<file path="src/design/axis_pkg.sv">
// AXI-Stream beat definitions

package axis_pkg;

    // Bytes carried by one beat
    localparam int DATA_BYTES = 8;

    // tdata width in bits
    localparam int DATA_W = DATA_BYTES * 8;

    // One tkeep bit per data byte
    localparam int KEEP_W = DATA_BYTES;

    // Beat as stored in the FIFO RAM
    // 64 data + 8 keep + 1 last = 73 bits
    typedef struct packed {
        logic [DATA_W-1:0] tdata;
        logic [KEEP_W-1:0] tkeep;
        logic              tlast;
    } axis_beat_t;

    // tstrb, tid, tdest and tuser are not carried

endpackage

</file>
<file path="src/design/fifo_pkg.sv">
// FIFO sizing and statistics widths

package fifo_pkg;

    // Stored beats
    localparam int FIFO_DEPTH = 32;

    // RAM address, pointers wrap at FIFO_DEPTH
    localparam int ADDR_W = $clog2(FIFO_DEPTH);

    // Occupancy has to reach FIFO_DEPTH itself
    localparam int COUNT_W = $clog2(FIFO_DEPTH + 1);

    // Output statistics, both wrap
    localparam int PKT_COUNT_W  = 16;
    localparam int BYTE_COUNT_W = 24;

endpackage

</file>
<file path="src/design/axis_dist_ram_fifo.sv">
// AXI-Stream FIFO in distributed RAM

`timescale 1ns/100ps

module axis_dist_ram_fifo
    import axis_pkg::*, fifo_pkg::*;
(
    input  logic               clk_ifc,
    input  logic               reset,

    // Upstream side
    input  logic [DATA_W-1:0]  in_tdata,
    input  logic [KEEP_W-1:0]  in_tkeep,
    input  logic               in_tlast,
    input  logic               in_tvalid,
    output logic               in_tready,

    // Downstream side
    output logic [DATA_W-1:0]  out_tdata,
    output logic [KEEP_W-1:0]  out_tkeep,
    output logic               out_tlast,
    output logic               out_tvalid,
    input  logic               out_tready,

    // Status
    output logic [COUNT_W-1:0] fill_count,
    output logic               axis_in_overflow,
    output logic               axis_out_underflow
);

    ////////////////////////////////////////////////////////////////////////////
    // Pointers and occupancy

    logic [ADDR_W-1:0]  wr_ptr;
    logic [ADDR_W-1:0]  rd_ptr;
    logic [COUNT_W-1:0] count;
    logic               full;
    logic               empty;
    logic               wr_en;
    logic               rd_en;

    // Beat in and out of the RAM
    axis_beat_t         wr_beat;
    axis_beat_t         rd_beat;

    // Flags come straight off the registered count
    assign full  = (count == COUNT_W'(FIFO_DEPTH));
    assign empty = (count == '0);

    // Ready does not look at in_tvalid
    assign in_tready  = ~full;
    assign out_tvalid = ~empty;

    // Transfer strobes
    assign wr_en = in_tvalid & ~full;
    assign rd_en = out_tready & ~empty;

    assign fill_count = count;

    // Pointers wrap naturally at FIFO_DEPTH
    always_ff @(posedge clk_ifc) begin
        if (reset) begin
            wr_ptr <= '0;
            rd_ptr <= '0;
        end else begin
            if (wr_en) begin
                wr_ptr <= wr_ptr + 1'b1;
            end
            if (rd_en) begin
                rd_ptr <= rd_ptr + 1'b1;
            end
        end
    end

    // Occupancy, unchanged on simultaneous read and write
    always_ff @(posedge clk_ifc) begin
        if (reset) begin
            count <= '0;
        end else begin
            case ({wr_en, rd_en})
                2'b10:   count <= count + 1'b1;
                2'b01:   count <= count - 1'b1;
                default: count <= count;
            endcase
        end
    end

    ////////////////////////////////////////////////////////////////////////////
    // Storage

    // Pack input beat
    assign wr_beat.tdata = in_tdata;
    assign wr_beat.tkeep = in_tkeep;
    assign wr_beat.tlast = in_tlast;

    dist_ram u_ram (
        .clk_ifc (clk_ifc),
        .wr_en   (wr_en),
        .wr_addr (wr_ptr),
        .wr_beat (wr_beat),
        .rd_addr (rd_ptr),
        .rd_beat (rd_beat)
    );

    // Head of FIFO drives the output directly
    assign out_tdata = rd_beat.tdata;
    assign out_tkeep = rd_beat.tkeep;
    assign out_tlast = rd_beat.tlast;

    ////////////////////////////////////////////////////////////////////////////
    // Status pulses

    // Stalled write, or read against an empty FIFO
    // One cycle high after the offending edge
    always_ff @(posedge clk_ifc) begin
        if (reset) begin
            axis_in_overflow   <= 1'b0;
            axis_out_underflow <= 1'b0;
        end else begin
            axis_in_overflow   <= in_tvalid & full;
            axis_out_underflow <= out_tready & empty;
        end
    end

endmodule

</file>
<file path="src/design/axis_fifo_top.sv">
// Stream FIFO with output statistics

`timescale 1ns/100ps

module axis_fifo_top
    import axis_pkg::*, fifo_pkg::*;
(
    input  logic                    clk_ifc,
    input  logic                    reset,

    // Input stream
    input  logic [DATA_W-1:0]       in_tdata,
    input  logic [KEEP_W-1:0]       in_tkeep,
    input  logic                    in_tlast,
    input  logic                    in_tvalid,
    output logic                    in_tready,

    // Output stream
    output logic [DATA_W-1:0]       out_tdata,
    output logic [KEEP_W-1:0]       out_tkeep,
    output logic                    out_tlast,
    output logic                    out_tvalid,
    input  logic                    out_tready,

    // Status and statistics
    output logic                    axis_in_overflow,
    output logic                    axis_out_underflow,
    output logic [COUNT_W-1:0]      fill_count,
    output logic [PKT_COUNT_W-1:0]  pkt_count,
    output logic [BYTE_COUNT_W-1:0] byte_count
);

    ////////////////////////////////////////////////////////////////////////////
    // FIFO

    axis_dist_ram_fifo u_fifo (
        .clk_ifc            (clk_ifc),
        .reset              (reset),
        .in_tdata           (in_tdata),
        .in_tkeep           (in_tkeep),
        .in_tlast           (in_tlast),
        .in_tvalid          (in_tvalid),
        .in_tready          (in_tready),
        .out_tdata          (out_tdata),
        .out_tkeep          (out_tkeep),
        .out_tlast          (out_tlast),
        .out_tvalid         (out_tvalid),
        .out_tready         (out_tready),
        .fill_count         (fill_count),
        .axis_in_overflow   (axis_in_overflow),
        .axis_out_underflow (axis_out_underflow)
    );

    // Counter snoops the output handshake
    axis_pkt_counter u_counter (
        .clk_ifc    (clk_ifc),
        .reset      (reset),
        .tkeep      (out_tkeep),
        .tlast      (out_tlast),
        .tvalid     (out_tvalid),
        .tready     (out_tready),
        .pkt_count  (pkt_count),
        .byte_count (byte_count)
    );

endmodule

</file>
<file path="src/design/axis_pkt_counter.sv">
// Output packet and byte statistics

`timescale 1ns/100ps

module axis_pkt_counter
    import axis_pkg::*, fifo_pkg::*;
(
    input  logic                    clk_ifc,
    input  logic                    reset,
    input  logic [KEEP_W-1:0]       tkeep,
    input  logic                    tlast,
    input  logic                    tvalid,
    input  logic                    tready,
    output logic [PKT_COUNT_W-1:0]  pkt_count,
    output logic [BYTE_COUNT_W-1:0] byte_count
);

    logic                    xfer;
    logic [BYTE_COUNT_W-1:0] beat_bytes;

    // Beat moves on this edge
    assign xfer = tvalid & tready;

    // Population count of tkeep
    always_comb begin
        beat_bytes = '0;
        for (int i = 0; i < KEEP_W; i++) begin
            beat_bytes = beat_bytes + BYTE_COUNT_W'(tkeep[i]);
        end
    end

    // Both counters wrap
    always_ff @(posedge clk_ifc) begin
        if (reset) begin
            pkt_count  <= '0;
            byte_count <= '0;
        end else if (xfer) begin
            // Packet done on its last beat
            if (tlast) begin
                pkt_count <= pkt_count + 1'b1;
            end
            byte_count <= byte_count + beat_bytes;
        end
    end

endmodule

</file>
<file path="src/design/dist_ram.sv">
// Distributed RAM for stream beats

`timescale 1ns/100ps

module dist_ram
    import axis_pkg::*, fifo_pkg::*;
(
    input  logic              clk_ifc,
    input  logic              wr_en,
    input  logic [ADDR_W-1:0] wr_addr,
    input  axis_beat_t        wr_beat,
    input  logic [ADDR_W-1:0] rd_addr,
    output axis_beat_t        rd_beat
);

    // Storage array, maps onto LUT RAM
    axis_beat_t mem [0:FIFO_DEPTH-1];

    // Write port
    // Contents are don't-care until written
    always_ff @(posedge clk_ifc) begin
        if (wr_en) begin
            mem[wr_addr] <= wr_beat;
        end
    end

    // Read port, no output register
    // Data written at an edge is visible right after it
    assign rd_beat = mem[rd_addr];

endmodule

</file>
<file path="config.mk">
export PLATFORM = sky130hd
export DESIGN_NAME = axis_fifo_top
export DESIGN_NICKNAME = d
export VERILOG_FILES = /design/src/design/axis_pkg.sv /design/src/design/fifo_pkg.sv /design/src/design/axis_dist_ram_fifo.sv /design/src/design/axis_fifo_top.sv /design/src/design/axis_pkt_counter.sv /design/src/design/dist_ram.sv
export SDC_FILE = /design/constraint.sdc
export NUM_CORES = 2
export LEC_CHECK = 0
export BUFFER_PORTS_ARGS = -buffer_cell sky130_fd_sc_hd__buf_4
export CAP_MARGIN = 20
export CELL_PAD_IN_SITES_DETAIL_PLACEMENT = 2
export CELL_PAD_IN_SITES_GLOBAL_PLACEMENT = 2
export CORE_ASPECT_RATIO = 1.2
export CORE_UTILIZATION = 54
export CTS_BUF_LIST = sky130_fd_sc_hd__clkbuf_4
export DETAILED_ROUTE_END_ITERATION = 10
export MAX_ROUTING_LAYER = met4
export PLACE_DENSITY = 0.85
export SYNTH_ARGS = -nofsm -noshare
export SYNTH_HDL_FRONTEND = slang
export SYNTH_SLANG_ARGS = --single-unit
</file>
<file path="constraint.sdc">
create_clock -name clk_ifc -period 16.7 [get_ports clk_ifc]
set_input_delay 1.67 -clock clk_ifc [delete_from_list [all_inputs] [get_ports clk_ifc]]
set_output_delay 1.67 -clock clk_ifc [all_outputs]
set_load 0.005 [all_outputs]
</file>
==> results.ini, run 1 <==
[yosys]
ys_types=48
ys_seq_area_share_pct=78.0
synth_warnings=0
synthCells=3739
synth_simple_gate_area_share_pct=1.05
netlist_area_um2=91600
synth_top_family_by_area=multiplexers
ys_ff_latch=2399
synth_fp_nets=3844
synthXorXnorAreaFrac_pct=0.306
synth_fa_ha_area_share_pct=0.424
muxShareOfSynthArea_pct=18.8
syn-mean-instance-area_um2=24.5
synth-compound-area-share_pct=0.422

[die]
dieHeight_um=453
start_util_pct=54.4
io_pins=200
fp.dieW_um=378
num_rows=165

[run_status]
lastStage=detailed placement (3_5_place_dp)
outcome=stopped before the end
firstError=[ERROR DPL-0033] detailed placement checks failed during check placement.

[placed_design]
dp_hpwl_um=203000
routabilityCongestion=0.734
io_buffers=199

-- cells by family after synthesis --
kind of cell	count (synthesis)
compound gates	66
xor+xnor	32
fa+ha+maj	28
buf+inv	206
flops	2399
mux	810
simple gates	198
-- metrics by stage --
stage             std cells  hold WS (ns)
floorplan              3739         0.465
global placement       6095         0.467
-- Yosys cell counts (all sizes together) --
library cell	n	area share, %
nand4b	1	0.0096
or3	12	0.082
or2	3	0.020
inv	19	0.078
nor2	81	0.33
ha	23	0.31
a21o	3	0.025
nor4b	3	0.029
nor3	6	0.033
buf	97	0.58
and3	3	0.020
mux2i	17	0.19
mux4	720	18
o211ai	1	0.0082
o21ai	14	0.081
nand3	9	0.049
edfxtp	2336	77
or4	8	0.066
clkbuf	90	0.37
o31ai	6	0.049
o21bai	2	0.020
and4	4	0.038
dfxtp	63	1.4
nor3b	3	0.025
a21oi	32	0.17
mux2	73	0.90
xnor2	22	0.21
xor2	10	0.096
fa	5	0.11
nand4	7	0.048
a211oi	2	0.016
or3b	2	0.019
a21boi	1	0.0082
nand3b	2	0.016
nor4	1	0.0068
nor2b	6	0.041
nand2b	1	0.0068
o22ai	1	0.0068
nand2	42	0.18
and2	4	0.027
a22oi	4	0.033
==> run 2, diff against run 1 <==
Settings changed: CELL_PAD_IN_SITES_DETAIL_PLACEMENT 2 to unset, CELL_PAD_IN_SITES_GLOBAL_PLACEMENT 2 to unset, CORE_ASPECT_RATIO 1.2 to unset, CORE_UTILIZATION 54 to 39, CTS_BUF_LIST sky130_fd_sc_hd__clkbuf_4 to unset, MAX_ROUTING_LAYER met4 to unset, PLACE_DENSITY 0.85 to unset, PLACE_DENSITY_LB_ADDON set to 0.15.
==> run 2 against run 1 <==
The run now ends clean. Synthesized cell count unchanged. Synthesized area unchanged.
==> results.ini, run 2 <==
[run_status]
outcome=completed

[placed_design]
io_buffers=199
routabilityCongestion=0.710
dp_hpwl_um=120000
placed_cells=6988

[routing]
wire_per_inst_um=32.0
antenna_left=0
routed_via_density=5.58
drc=0
drt-pass1-iter-count=5
vias=41600
drtIter0Drc=3902
routed_wl_um=238000

[yosys]
synth_top_cells_by_count=edfxtp_1 (2,336), mux4_2 (720), clkbuf_1 (90), nor2_1 (81), mux2_2 (73)
yosysMostFrequentCell=edfxtp_1
synthCells=3739
ys_ff_latch=2399
syn-mean-instance-area_um2=24.5
ys_seq_area_share_pct=78.0
synth-edff-count=2336
netlist_area_um2=91600
ys_types=48
synth_ff_type=edfxtp_1
synth_top_area_share_pct=76.6
synth.area.top_cells=edfxtp_1 (77%), mux4_2 (18%), dfxtp_1 (1.4%), mux2_2 (0.90%), clkbuf_1 (0.37%)
yosys.area.top_type=edfxtp_1
synth_warnings=0
synth_fp_nets=3844
async_reset_ff_share_pct=0

[die]
dieHeight_um=487
num_rows=177
dieArea_um2=237000
core_um2=233000
io_pins=200
start_util_pct=39.3
fp.dieW_um=487

[power]
leakage_nw=31.8
ir_drop_mv=0.0947
p_per_area_nw_per_um2=136

[final_layout]
final_common_cell=edfxtp_1
final_layout_size_suffix_gt1_share_pct=34.1
areaGrowthSynthToFinish_pct=14.9
final_cell_mix=edfxtp_1 (2,336), mux4_2 (720), buf_4 (298)
largest_reg_flops=2336
top_regs=u_fifo.u_ram.mem x2336, u_counter.byte_count x24, u_counter.pkt_count x16
final_net_count=4240
final_cells=7449
regMostFlops=u_fifo.u_ram.mem

[worst_setup_path]
crit_path_max_fanout=95
cp_top_family=buffers and inverters
start_kind=register
worstSetupPathType=register to primary output
path_buf_inv=5
cp_cell_sequence=buf_4 -> buf_4 -> buf_12 -> buf_4 -> mux4_2 -> mux4_2 -> mux2_2 -> buf_4
cp.required_ns=15.03
cpMaxStageDelayCell=dfxtp_4
path_common_cell=buf_4
crit_path_end_kind=primary output
cpPeakStageDelay_ns=0.97
cp.arrival_ns=6.52

[sta]
rsz0062_at_grt=no
hold_viol=0
clock.fmax_ghz=0.122
clock_skew_ns=0.0572
setup_viol=0
setup_tns_ns=0
max-slew-margin-rel_pct=24.7
final-max-slew-violation-count=0
worstMarginPinSlew_ns=1.13
post-route-period-util_pct=49.1
period_needed_ns=8.19

[clock_tree]
cts_buffer_depth=4
cts.clk_slew.worst_paths_ns=0.05
post_cts_buffers=0
ctsResizeCount=0
htreeDepth=5
numCtsBuffers=276
cts.sinks=2399
cts_tree=yes
postCtsHoldBufs=0
cts_root_buffer=clkbuf_16
insertion_delay_ns=0.92

[global_route]
grt_pass1_wl_um=333000
grt_use_total_pct=20.1
antenna_found_initial=19
overflow=0
grt_pass1_vias=42700
grt_max_degree=118

[job]
max_cap_viol_count=0

[hold_path]
min-delay-path-class=register to register

## run 2: cell counts after synthesis
No cell type changed its count.
## run 2: area by class of cell
cell class,instances,area (µm²)
diodes,3,7.51
clock buffers,355,7340
clock inverters,102,612
fillers,19400,128000
inverters,19,76.3
multi-input cells,1134,19500
flip-flops and latches,2399,71400
well taps,3132,3920
repair buffers,305,2380
## run 2: stage by stage
step / instance area (µm²) / power [mW] / util (%) / hold WS, ns / setup slack [ns]
6_report: 105000 / 14.4 / 45.2 / 0.480 / 8.51
5_1_grt: 105000 / 14.9 / 45.2 / 0.512 / 7.84
4_1_cts: 105000 / 14.6 / 45.1 / 0.482 / 8.12
3_5_place_dp: 97200 / 9.09 / 41.7 / 0.474 / 8.40
3_3_place_gp: 97200 / 9.08 / 41.7 / 0.466 / 8.42
2_1_floorplan: 91600 / 8.36 / - / 0.465 / 10.85
## run 2: logic make-up (layout without fill, tap and decap cells)
family	Yosys count	count (layout)	synth area share, %
AOI/OAI and AO/OA	66	66	0.422
xor gates and xnor gates	32	32	0.306
adders and majority gates	28	28	0.424
buffers and inverters	206	781	1.02
DFF	2399	2399	78.0
muxes	810	810	18.8
other	0	3	0
and+or+nand+nor	198	198	1.05
## run 2: worst paths after layout
check                                        startpoint  slack, ns                  endpoint  cells past startpoint
worst max-delay path                           register       8.51             out_tdata[27]                      8
worst min-delay path            u_counter.pkt_count[15]       0.48   u_counter.pkt_count[15]                      2
worst max register to register                 register       8.64  u_counter.byte_count[20]                     19
worst min register to register  u_counter.pkt_count[15]       0.48   u_counter.pkt_count[15]                      2
## run 2: worst min-delay path, cell delays in order, from the launching register on
cell and delay, ns:
dfxtp_1 0.32, o31ai_1 0.06, a21oi_1 0.05
## run 2: where the power goes
part           total [mW]  internal (mW)  leakage (nW)  switching (mW)
clock network        5.45           3.15          3.88            2.30
logic                2.13           1.09          6.34            1.04
registers            6.77           6.70          21.6          0.0662
total                14.4           11.0          31.8            3.40
## run 2: layer usage
| metal | track usage [%] | routed length (µm) |
|---|---|---|
| met3 | 3.38 | 12500 |
| met5 | 0 | 118 |
| met2 | 32.8 | 117000 |
| met1 | 28.1 | 103000 |
| met4 | 5.19 | 5350 |
No activity file was read; power rests on OpenSTA's default activity.
